--- config.mk ---
export PLATFORM = sky130hd
export DESIGN_NAME = mcu_io_top
export DESIGN_NICKNAME = d
export VERILOG_FILES = /design/src/reg_map_pkg.sv /design/src/bus_pkg.sv /design/src/reset_sync.sv /design/src/reg_access_decode.sv /design/src/gp_reg_bank.sv /design/src/stack_reg.sv /design/src/io_port_regs.sv /design/src/av_write_master.sv /design/src/mcu_io_top.sv
export SDC_FILE = /design/constraint.sdc
export NUM_CORES = 1
export LEC_CHECK = 0
export BUFFER_PORTS_ARGS = -buffer_cell sky130_fd_sc_hd__buf_2
export CORE_ASPECT_RATIO = 1.75
export CORE_MARGIN = 2
export CORE_UTILIZATION = 57
export CTS_CLUSTER_DIAMETER = 50
export DETAILED_ROUTE_END_ITERATION = 12
export PLACE_DENSITY = 0.74
export SYNTH_ARGS = -nofsm -noshare
export SYNTH_HDL_FRONTEND = slang
export SYNTH_HIERARCHICAL = 1
export SYNTH_SLANG_ARGS = --single-unit
--- constraint.sdc ---
create_clock -name sysclk -period 9.7 [get_ports sysclk]
set_clock_uncertainty 0.05 [all_clocks]
set_input_delay 1.94 -clock sysclk [delete_from_list [all_inputs] [get_ports sysclk]]
set_output_delay 1.94 -clock sysclk [all_outputs]
set_load 0.02 [all_outputs]
--- src/reg_map_pkg.sv ---
package reg_map_pkg;

    // index width and word width seen by the core
    localparam int reg_idx_w = 4;
    localparam int word_w = 16;

    // general purpose registers sit at the bottom of the map
    localparam int gp_count = 4;
    localparam logic [reg_idx_w-1:0] r_gp0 = 4'd0;

    // return stack, top of stack on read
    localparam logic [reg_idx_w-1:0] r_rstk = 4'd4;

    // board i/o
    localparam logic [reg_idx_w-1:0] r_leds = 4'd5;
    // read only, key bits 1:0
    localparam logic [reg_idx_w-1:0] r_keys = 4'd6;

    // bus master, load writedata last since it starts the write
    localparam logic [reg_idx_w-1:0] r_av_address = 4'd7;
    localparam logic [reg_idx_w-1:0] r_av_writedata = 4'd8;
    // read only status word
    localparam logic [reg_idx_w-1:0] r_av_status = 4'd9;
    localparam int av_busy_bit = 0;

    // indices 10..15 are unused, read zero

endpackage

--- src/bus_pkg.sv ---
package bus_pkg;

    // write-only memory mapped bus
    localparam int av_addr_w = 16;
    localparam int av_data_w = 16;

    // master state
    // idle: nothing pending
    // writing: av_write held until slave drops waitrequest
    typedef enum logic {
        idle    = 1'b0,
        writing = 1'b1
    } av_state_t;

endpackage

--- src/reset_sync.sv ---
`timescale 1ns/100ps

module reset_sync (
    input  logic sysclk,
    input  logic arst_n,
    output logic rst_n
);

    // three stage release chain
    logic [2:0] sync_q;

    // clears at once on arst_n, shifts ones in afterwards
    always_ff @(posedge sysclk or negedge arst_n) begin
        if (!arst_n) begin
            sync_q <= '0;
        end else begin
            sync_q <= {sync_q[1:0], 1'b1};
        end
    end

    // released on the third edge after arst_n rises
    assign rst_n = sync_q[2];

endmodule

--- src/reg_access_decode.sv ---
`timescale 1ns/100ps

module reg_access_decode #(
    parameter int led_width = 8
) (
    input  logic [reg_map_pkg::reg_idx_w-1:0] reg_sel,
    input  logic                              reg_load,
    input  logic                              reg_read,
    input  logic [reg_map_pkg::word_w-1:0]    gp_value [reg_map_pkg::gp_count],
    input  logic [reg_map_pkg::word_w-1:0]    stk_top,
    input  logic [led_width-1:0]              led_value,
    input  logic [1:0]                        key_value,
    input  logic [bus_pkg::av_addr_w-1:0]     av_addr_value,
    input  logic [bus_pkg::av_data_w-1:0]     av_data_value,
    input  logic                              av_busy,
    output logic [reg_map_pkg::word_w-1:0]    read_data,
    output logic [reg_map_pkg::gp_count-1:0]  gp_load,
    output logic                              stk_push,
    output logic                              stk_pop,
    output logic                              led_load,
    output logic                              av_addr_load,
    output logic                              av_data_load
);

    // load strobes, one per block
    always_comb begin
        for (int i = 0; i < reg_map_pkg::gp_count; i++) begin
            gp_load[i] = reg_load && (reg_sel == reg_map_pkg::r_gp0 + i);
        end
        // a load of the stack is a push
        stk_push = reg_load && (reg_sel == reg_map_pkg::r_rstk);
        led_load = reg_load && (reg_sel == reg_map_pkg::r_leds);
        av_addr_load = reg_load && (reg_sel == reg_map_pkg::r_av_address);
        // starts a bus write in the master
        av_data_load = reg_load && (reg_sel == reg_map_pkg::r_av_writedata);
    end

    // only side effect of a read: popping the stack
    assign stk_pop = reg_read && (reg_sel == reg_map_pkg::r_rstk);

    // read mux, narrow values zero extended
    always_comb begin
        read_data = '0;
        case (reg_sel)
            reg_map_pkg::r_rstk: begin
                read_data = stk_top;
            end
            reg_map_pkg::r_leds: begin
                read_data[led_width-1:0] = led_value;
            end
            reg_map_pkg::r_keys: begin
                read_data[1:0] = key_value;
            end
            reg_map_pkg::r_av_address: begin
                read_data[bus_pkg::av_addr_w-1:0] = av_addr_value;
            end
            reg_map_pkg::r_av_writedata: begin
                read_data[bus_pkg::av_data_w-1:0] = av_data_value;
            end
            reg_map_pkg::r_av_status: begin
                read_data[reg_map_pkg::av_busy_bit] = av_busy;
            end
            default: begin
                // gp window, anything else stays zero
                for (int i = 0; i < reg_map_pkg::gp_count; i++) begin
                    if (reg_sel == reg_map_pkg::r_gp0 + i) begin
                        read_data = gp_value[i];
                    end
                end
            end
        endcase
    end

endmodule

--- src/gp_reg_bank.sv ---
`timescale 1ns/100ps

module gp_reg_bank (
    input  logic                             sysclk,
    input  logic                             rst_n,
    input  logic [reg_map_pkg::gp_count-1:0] gp_load,
    input  logic [reg_map_pkg::word_w-1:0]   load_data,
    output logic [reg_map_pkg::word_w-1:0]   gp_value [reg_map_pkg::gp_count]
);

    // one word per register, each with its own enable
    genvar g;
    generate
        for (g = 0; g < reg_map_pkg::gp_count; g++) begin : gen_gp
            always_ff @(posedge sysclk or negedge rst_n) begin
                if (!rst_n) begin
                    gp_value[g] <= '0;
                end else if (gp_load[g]) begin
                    // visible on read_data after this edge
                    gp_value[g] <= load_data;
                end
            end
        end
    endgenerate

endmodule

--- src/stack_reg.sv ---
`timescale 1ns/100ps

module stack_reg #(
    parameter int stack_depth = 32
) (
    input  logic                           sysclk,
    input  logic                           rst_n,
    input  logic                           stk_push,
    input  logic                           stk_pop,
    input  logic [reg_map_pkg::word_w-1:0] load_data,
    output logic [reg_map_pkg::word_w-1:0] stk_top
);

    localparam int ptr_w = (stack_depth > 1) ? $clog2(stack_depth) : 1;
    localparam int lvl_w = $clog2(stack_depth + 1);

    // entry storage, no reset
    logic [reg_map_pkg::word_w-1:0] mem [stack_depth];

    // pointer at the current top
    logic [ptr_w-1:0] ptr;
    logic [ptr_w-1:0] ptr_up;
    logic [ptr_w-1:0] ptr_dn;
    // number of live entries, saturates at depth
    logic [lvl_w-1:0] level;

    // circular neighbours of the pointer
    always_comb begin
        ptr_up = (ptr == ptr_w'(stack_depth - 1)) ? '0 : ptr + 1'b1;
        ptr_dn = (ptr == '0) ? ptr_w'(stack_depth - 1) : ptr - 1'b1;
    end

    // pointer and fill level
    // push wins if both strobes come together
    always_ff @(posedge sysclk or negedge rst_n) begin
        if (!rst_n) begin
            ptr <= '0;
            level <= '0;
        end else if (stk_push) begin
            ptr <= ptr_up;
            // past depth the oldest entry is overwritten
            if (level != lvl_w'(stack_depth)) begin
                level <= level + 1'b1;
            end
        end else if (stk_pop) begin
            ptr <= ptr_dn;
            if (level != '0) begin
                level <= level - 1'b1;
            end
        end
    end

    // new entry goes one slot above the old top
    always_ff @(posedge sysclk) begin
        if (stk_push) begin
            mem[ptr_up] <= load_data;
        end
    end

    // empty stack reads zero, otherwise the entry at the pointer
    assign stk_top = (level == '0) ? '0 : mem[ptr];

endmodule

--- src/io_port_regs.sv ---
`timescale 1ns/100ps

module io_port_regs #(
    parameter int led_width = 8
) (
    input  logic                           sysclk,
    input  logic                           rst_n,
    input  logic                           led_load,
    input  logic [reg_map_pkg::word_w-1:0] load_data,
    input  logic [1:0]                     key,
    output logic [led_width-1:0]           led,
    output logic [1:0]                     key_value
);

    // first synchronizer stage
    logic [1:0] key_meta;

    // led register drives the pins directly
    always_ff @(posedge sysclk or negedge rst_n) begin
        if (!rst_n) begin
            led <= '0;
        end else if (led_load) begin
            // upper bits of the word are dropped
            led <= load_data[led_width-1:0];
        end
    end

    // two flops, key shows up in r_keys two edges after it settles
    always_ff @(posedge sysclk or negedge rst_n) begin
        if (!rst_n) begin
            key_meta <= '0;
            key_value <= '0;
        end else begin
            key_meta <= key;
            key_value <= key_meta;
        end
    end

endmodule

--- src/av_write_master.sv ---
`timescale 1ns/100ps

module av_write_master (
    input  logic                           sysclk,
    input  logic                           rst_n,
    input  logic                           av_addr_load,
    input  logic                           av_data_load,
    input  logic [reg_map_pkg::word_w-1:0] load_data,
    input  logic                           av_waitrequest,
    output logic [bus_pkg::av_addr_w-1:0]  av_address,
    output logic [bus_pkg::av_data_w-1:0]  av_writedata,
    output logic                           av_write,
    output logic                           av_busy,
    output logic                           mcu_wait
);

    bus_pkg::av_state_t state;

    // address and data registers, readable by the core
    always_ff @(posedge sysclk or negedge rst_n) begin
        if (!rst_n) begin
            av_address <= '0;
            av_writedata <= '0;
        end else begin
            if (av_addr_load) begin
                av_address <= load_data;
            end
            if (av_data_load) begin
                av_writedata <= load_data;
            end
        end
    end

    // write sequencing
    always_ff @(posedge sysclk or negedge rst_n) begin
        if (!rst_n) begin
            state <= bus_pkg::idle;
        end else if (av_data_load) begin
            // can land on the completing edge of the previous write,
            // so a back to back write is never dropped
            state <= bus_pkg::writing;
        end else if (state == bus_pkg::writing && !av_waitrequest) begin
            // slave took the write at this edge
            state <= bus_pkg::idle;
        end
    end

    // strobe held with address and data stable until accepted
    assign av_write = (state == bus_pkg::writing);
    assign av_busy = av_write;

    // stall only while the slave is actually holding off,
    // so a zero-wait slave costs no cycle
    assign mcu_wait = av_write && av_waitrequest;

endmodule

--- src/mcu_io_top.sv ---
`timescale 1ns/100ps

module mcu_io_top #(
    parameter int stack_depth = 32,
    parameter int led_width = 8
) (
    input  logic                              sysclk,
    input  logic                              arst_n,
    // core side
    input  logic [reg_map_pkg::reg_idx_w-1:0] reg_sel,
    input  logic                              reg_load,
    input  logic                              reg_read,
    input  logic [reg_map_pkg::word_w-1:0]    load_data,
    output logic [reg_map_pkg::word_w-1:0]    read_data,
    output logic                              mcu_wait,
    // bus side
    input  logic                              av_waitrequest,
    output logic [bus_pkg::av_addr_w-1:0]     av_address,
    output logic [bus_pkg::av_data_w-1:0]     av_writedata,
    output logic                              av_write,
    // board side
    input  logic [1:0]                        key,
    output logic [led_width-1:0]              led
);

    // synchronized reset for every block
    logic rst_n;

    // strobes from the decoder
    logic [reg_map_pkg::gp_count-1:0] gp_load;
    logic stk_push;
    logic stk_pop;
    logic led_load;
    logic av_addr_load;
    logic av_data_load;

    // block values back into the read mux
    logic [reg_map_pkg::word_w-1:0] gp_value [reg_map_pkg::gp_count];
    logic [reg_map_pkg::word_w-1:0] stk_top;
    logic [1:0] key_value;
    logic av_busy;

    reset_sync reset_sync_i (
        .sysclk (sysclk),
        .arst_n (arst_n),
        .rst_n  (rst_n)
    );

    reg_access_decode #(
        .led_width (led_width)
    ) reg_access_decode_i (
        .reg_sel       (reg_sel),
        .reg_load      (reg_load),
        .reg_read      (reg_read),
        .gp_value      (gp_value),
        .stk_top       (stk_top),
        .led_value     (led),
        .key_value     (key_value),
        .av_addr_value (av_address),
        .av_data_value (av_writedata),
        .av_busy       (av_busy),
        .read_data     (read_data),
        .gp_load       (gp_load),
        .stk_push      (stk_push),
        .stk_pop       (stk_pop),
        .led_load      (led_load),
        .av_addr_load  (av_addr_load),
        .av_data_load  (av_data_load)
    );

    gp_reg_bank gp_reg_bank_i (
        .sysclk    (sysclk),
        .rst_n     (rst_n),
        .gp_load   (gp_load),
        .load_data (load_data),
        .gp_value  (gp_value)
    );

    stack_reg #(
        .stack_depth (stack_depth)
    ) stack_reg_i (
        .sysclk    (sysclk),
        .rst_n     (rst_n),
        .stk_push  (stk_push),
        .stk_pop   (stk_pop),
        .load_data (load_data),
        .stk_top   (stk_top)
    );

    io_port_regs #(
        .led_width (led_width)
    ) io_port_regs_i (
        .sysclk    (sysclk),
        .rst_n     (rst_n),
        .led_load  (led_load),
        .load_data (load_data),
        .key       (key),
        .led       (led),
        .key_value (key_value)
    );

    av_write_master av_write_master_i (
        .sysclk         (sysclk),
        .rst_n          (rst_n),
        .av_addr_load   (av_addr_load),
        .av_data_load   (av_data_load),
        .load_data      (load_data),
        .av_waitrequest (av_waitrequest),
        .av_address     (av_address),
        .av_writedata   (av_writedata),
        .av_write       (av_write),
        .av_busy        (av_busy),
        .mcu_wait       (mcu_wait)
    );

endmodule

# Word-level counts from Yosys, hierarchy flattened
# Memory sizes are Yosys's and may differ from the RTL's.
# Cells that the tools add are included.
# classes
reduce_logical,22
n_mux,21
eq_ne,12
n_addsub,4
# op_table
op,count
$mux W16,5
$pmux W8 S4,1
$pmux W6 S5,1
$mux W6,4
$mux W5,4
$eq A4 B3 Y1 const B,4
$pmux W1 S6,2
$logic_and A1 B1 Y1,11
$eq A4 B2 Y1 const B,2
$eq A4 B4 Y1 const B,2
$add A6 B1 Y6 const B,1
$logic_not A6 Y1,1
$ne A6 B6 Y1 const B,1
$reduce_bool A2 Y1,3
$reduce_bool A6 Y1,1
$sub A6 B1 Y6 const B,1
$add A5 B1 Y5 const B,1
$eq A5 B5 Y1 const B,1
$logic_not A5 Y1,1
$sub A5 B1 Y5 const B,1
$eq A4 B1 Y1 const B,1
$logic_not A4 Y1,1
$mux W1,4
$reduce_and A3 Y1,1
other kinds (4),4
# word_totals
memories,1
out_inout_bits,58
input_bits,27
reg_bits,123
word_cells,73
ram_bits,512
# memory_table
name,words,width,read_ports,rd_ports_with_merged_regs,write_ports,line_no,rtl
stack_reg_i.mem,32,16,1,0,1,stack_reg.sv:18,logic [reg_map_pkg::word_w-1:0] mem [stack_depth];

# Depth between registers and ports, before layout
# depth
depth_word,6
mapped_depth,13
mapped_depth_nobuf,10

# By module
# The synthesis kept the hierarchy.
# by_module_without_submodules
module,cells_per_inst,n_inst,area_per_inst_um2
stack_reg,1004,1,20460.9
gp_reg_bank,136,1,2597.5
reg_access_decode,205,1,1401.3
av_write_master,72,1,1342.5
io_port_regs,21,1,431.7
reset_sync,4,1,78.8

# Least setup slack after synthesis
# OpenSTA, ideal clock, no wires.
# synth_path
path_type,input port to output port
start,in reg_sel[0] (netlist name)
end,out read_data[10] (netlist name)
t_arrival_ns,3.151
path_stages,5
required_ns,7.710
n_path_buf,2
setup_slack_ns,4.559
cell_sequence,buf_6 buf_6 nor3_4 nand2_1 a211oi_1
# synth_between
elab_chain_len,6
# synth_lines
element,line_no,rtl
start: declaration,mcu_io_top.sv:10,"input logic [reg_map_pkg::reg_idx_w-1:0] reg_sel,"
$logic_not A4 Y1,reg_access_decode.sv:66,if (reg_sel == reg_map_pkg::r_gp0 + i) begin
$mux W16 (4 in series),reg_access_decode.sv:66,
$pmux W8 S4 *,reg_access_decode.sv:44,case (reg_sel)
end: declaration,mcu_io_top.sv:14,"output logic [reg_map_pkg::word_w-1:0] read_data,"
# Every way passes the cells marked *; elsewhere a longest branch is shown, timed or not.

# Worst setup path after layout
# layout_path
start,reg stack_reg_i.ptr[0]
end,out read_data[15] (netlist name)
# layout_between
elab_chain_len,3
# layout_lines
element,line_no,rtl
start: declaration,stack_reg.sv:21,logic [ptr_w-1:0] ptr;
start signal: assignment,stack_reg.sv:40,ptr <= ptr_up;
start signal: assignment,stack_reg.sv:46,ptr <= ptr_dn;
$mem_v2 Z32 W16,-,
$mux W16,stack_reg.sv:61,assign stk_top = (level == '0) ? '0 : mem[ptr];
"named net stk_top, one bit",mcu_io_top.sv:39,logic [reg_map_pkg::word_w-1:0] stk_top;
$pmux W8 S4,reg_access_decode.sv:44,
# The timed path passes the listed nets, and every way through them passes these cells.

==> qor.yml <==
status: "finished, final reports clean"
finalSetupViolations: 0
synthArstFlopShare: 0.194
post_cts_buffers: 0
total_power_w: 0.00722
syn_inst: 1442
die_x_um: 166
final_cell_mix: "edfxtp_1 (512), dfrtp_1 (120), mux4_2 (107), buf_2 (84), nand2_1 (73)"
numCtsBuffers: 50
cts.path.max_buffers: 3
maxCapViolCount: 0
drt_wl_total_mm: 59.4
p_leak_nw: 10.2
slowest_stage: "buf_4"
viasPerCell: 6.41
drive_gt1_frac: 0.290
num_vias: 13800
io_pins: 85
yosysWarnings: 6
peakVddDrop_mv: 0.252
tns_ps: 0
grt_max_degree: 90
cts_sinks: 635
clk_pin_slew_worst_paths_ps: 70
core_um2: 45800
synth_nets: 1482
gp_congestion: 0.905
initial_core_util: 0.574
worst_slew_pin_slew_ps: 1270
finalCriticalPeriod_ps: 6220
critPathKind: "register to primary output"
cp_max_fo: 48
cp.required_ps: 7710
final_cells: 2153
num_rows: 104
synth.avg_cell_area_um2: 18.2
synth_edf_count: 512
overflow: 0
antenna_left: 0
hold_class: "register to register"
dp.cells: 2061
grtUsageTotal: 0.249
final_common_cell: "edfxtp_1"
grt_pass1_wl_mm: 89.5
syn_area_um2: 26300
clk_latency_ps: 580
r2r_slack_ps: 5420
post_cts_resized: 0
drcViolationCount: 0
slew_headroom: 0.155
yosysUniqueCellTypes: 66
antenna_found_initial: 0
drt_iter0_markers: 1096
hold_viol_final: 0
path_cells: "buf_4 > mux4_2 > a21oi_1 > nand2_1 > and3_2 > a221oi_1 > a211oi_1 > buf_2"
start_kind: "register"
hpwl_mm: 35.9
slowest_delay_ps: 810
post-route-period-util: 0.641
clockRootBuffer: "clkbuf_16"
fmax_mhz: 161
avgRoutedWirePerCell_um: 27.6
power_density_nw_per_um2: 250
fin_util: 0.631
cts_htree_levels: 2
n_antenna_cell: 0
holdBufCountCts: 0
cts_tree: "yes"
grt_pass1_vias: 14200
critPathCaptureType: "primary output"
fp.dieH_um: 288
dieArea_um2: 48000
synth.yosys.seq_area_share: 0.701
rsz0062_at_grt: "false"
arrival_ps: 4230
ys_seq_elements: 635
slew_viol_final: 0
ys_dominant_reg_cell: "edfxtp_1"
drt_first_pass_iters: 5
syn2layout_area_growth_pct: 9.87
layout.nets: 1570
port_buffers: 84
[logic make-up after synthesis]
group / after synthesis / synth area share
buffers and inverters: 100 / 0.0252
AOI/OAI and AO/OA: 181 / 0.0497
muxes: 286 / 0.175
adders and majority gates: 13 / 0.00647
other: 1 / 0.000143
DFF: 635 / 0.701
and+or+nand+nor: 218 / 0.0396
xor gates and xnor gates: 8 / 0.00266
[cell usage after synthesis, types with 31 or more instances]
cell / n / share of area
a22oi_1: 32 / 0.0091
o221ai_1: 31 / 0.010
edfxtp_1: 512 / 0.58
clkbuf_1: 37 / 0.0053
nand2_1: 73 / 0.010
dfrtp_1: 123 / 0.12
a21oi_1: 47 / 0.0089
mux2_2: 37 / 0.016
mux4_2: 107 / 0.092
mux2_4: 71 / 0.041
nor2_1: 62 / 0.0088
mux2i_1: 71 / 0.027
[per-layer routing]
metal  part of all wire  global-route usage  wire, um  up-vias
li1                   -                   -         -     5892
met1               0.37               0.312     22100     7209
met2               0.53               0.443     31600      583
met3              0.051              0.0243      3020      109
met4              0.047               0.114      2780        0
met5                  0                   0         0        -
[power breakdown]
part	total, W	leakage, nW	internal [W]	switching, W
registers	0.00329	6.10	0.00308	0.000206
logic	0.00183	3.29	0.000816	0.00101
clock network	0.00210	0.803	0.00118	0.000926
total	0.00722	10.2	0.00507	0.00215
[registers in the layout (all words and copies together) (netlist names)]
name,cells
av_write_master_i/av_address,16
av_write_master_i/av_busy,1
av_write_master_i/av_writedata,16
gp_reg_bank_i/gp_value,64
io_port_regs_i/key_meta,2
io_port_regs_i/key_value,2
io_port_regs_i/led,8
reset_sync_i/sync_q,3
stack_reg_i/level,6
stack_reg_i/mem,512
stack_reg_i/ptr,5
[path summary, 6_finish.rpt]
check,from,to,cells past startpoint
max,stack_reg_i/ptr[0]$_DFFE_PN0P_,read_data[15],8
min,reset_sync_i/sync_q[1]$_DFF_PN0_,reset_sync_i/sync_q[2]$_DFF_PN0_,0
max reg2reg,stack_reg_i/ptr[1]$_DFFE_PN0P_,stack_reg_i/mem[27][9]$_DFFE_PP_,7
min reg2reg,reset_sync_i/sync_q[1]$_DFF_PN0_,reset_sync_i/sync_q[2]$_DFF_PN0_,0
max in group asynchronous,reset_sync_i/sync_q[2]$_DFF_PN0_,stack_reg_i/level[3]$_DFFE_PN0P_,1
min in group asynchronous,reset_sync_i/sync_q[2]$_DFF_PN0_,av_write_master_i/av_address[7]$_DFFE_PN0P_,0
[stage by stage]
step | cell area [um^2] | hold WS [ps] | setup slack (ps)
2_1_floorplan | 26300 | 281 | 4560
3_3_place_gp | 27200 | 282 | 3990
3_5_place_dp | 27200 | 293 | 3940
4_1_cts | 28900 | 308 | 3370
5_1_grt | 28900 | 318 | 3160
6_report | 28900 | 306 | 3480
[layout make-up]
cell class / count / area [um^2]
multi-input combinational: 707 / 7230
clock inverter: 27 / 305
timing repair buffer: 128 / 763
clock buffer: 65 / 1390
fill: 3127 / 16900
inverter: 8 / 30.0
tap: 583 / 729
sequential: 635 / 18500
[worst max-delay path: cells and delay by family, from the launching register on]
family	cells	cell delay (ps)
buffers and inverters	2	1000
multiplexers	1	600
AO/OA/AOI/OAI	3	720
flip-flops	1	790
AND/OR/NAND/NOR	2	500
No activity file was read; power rests on OpenSTA's default activity.
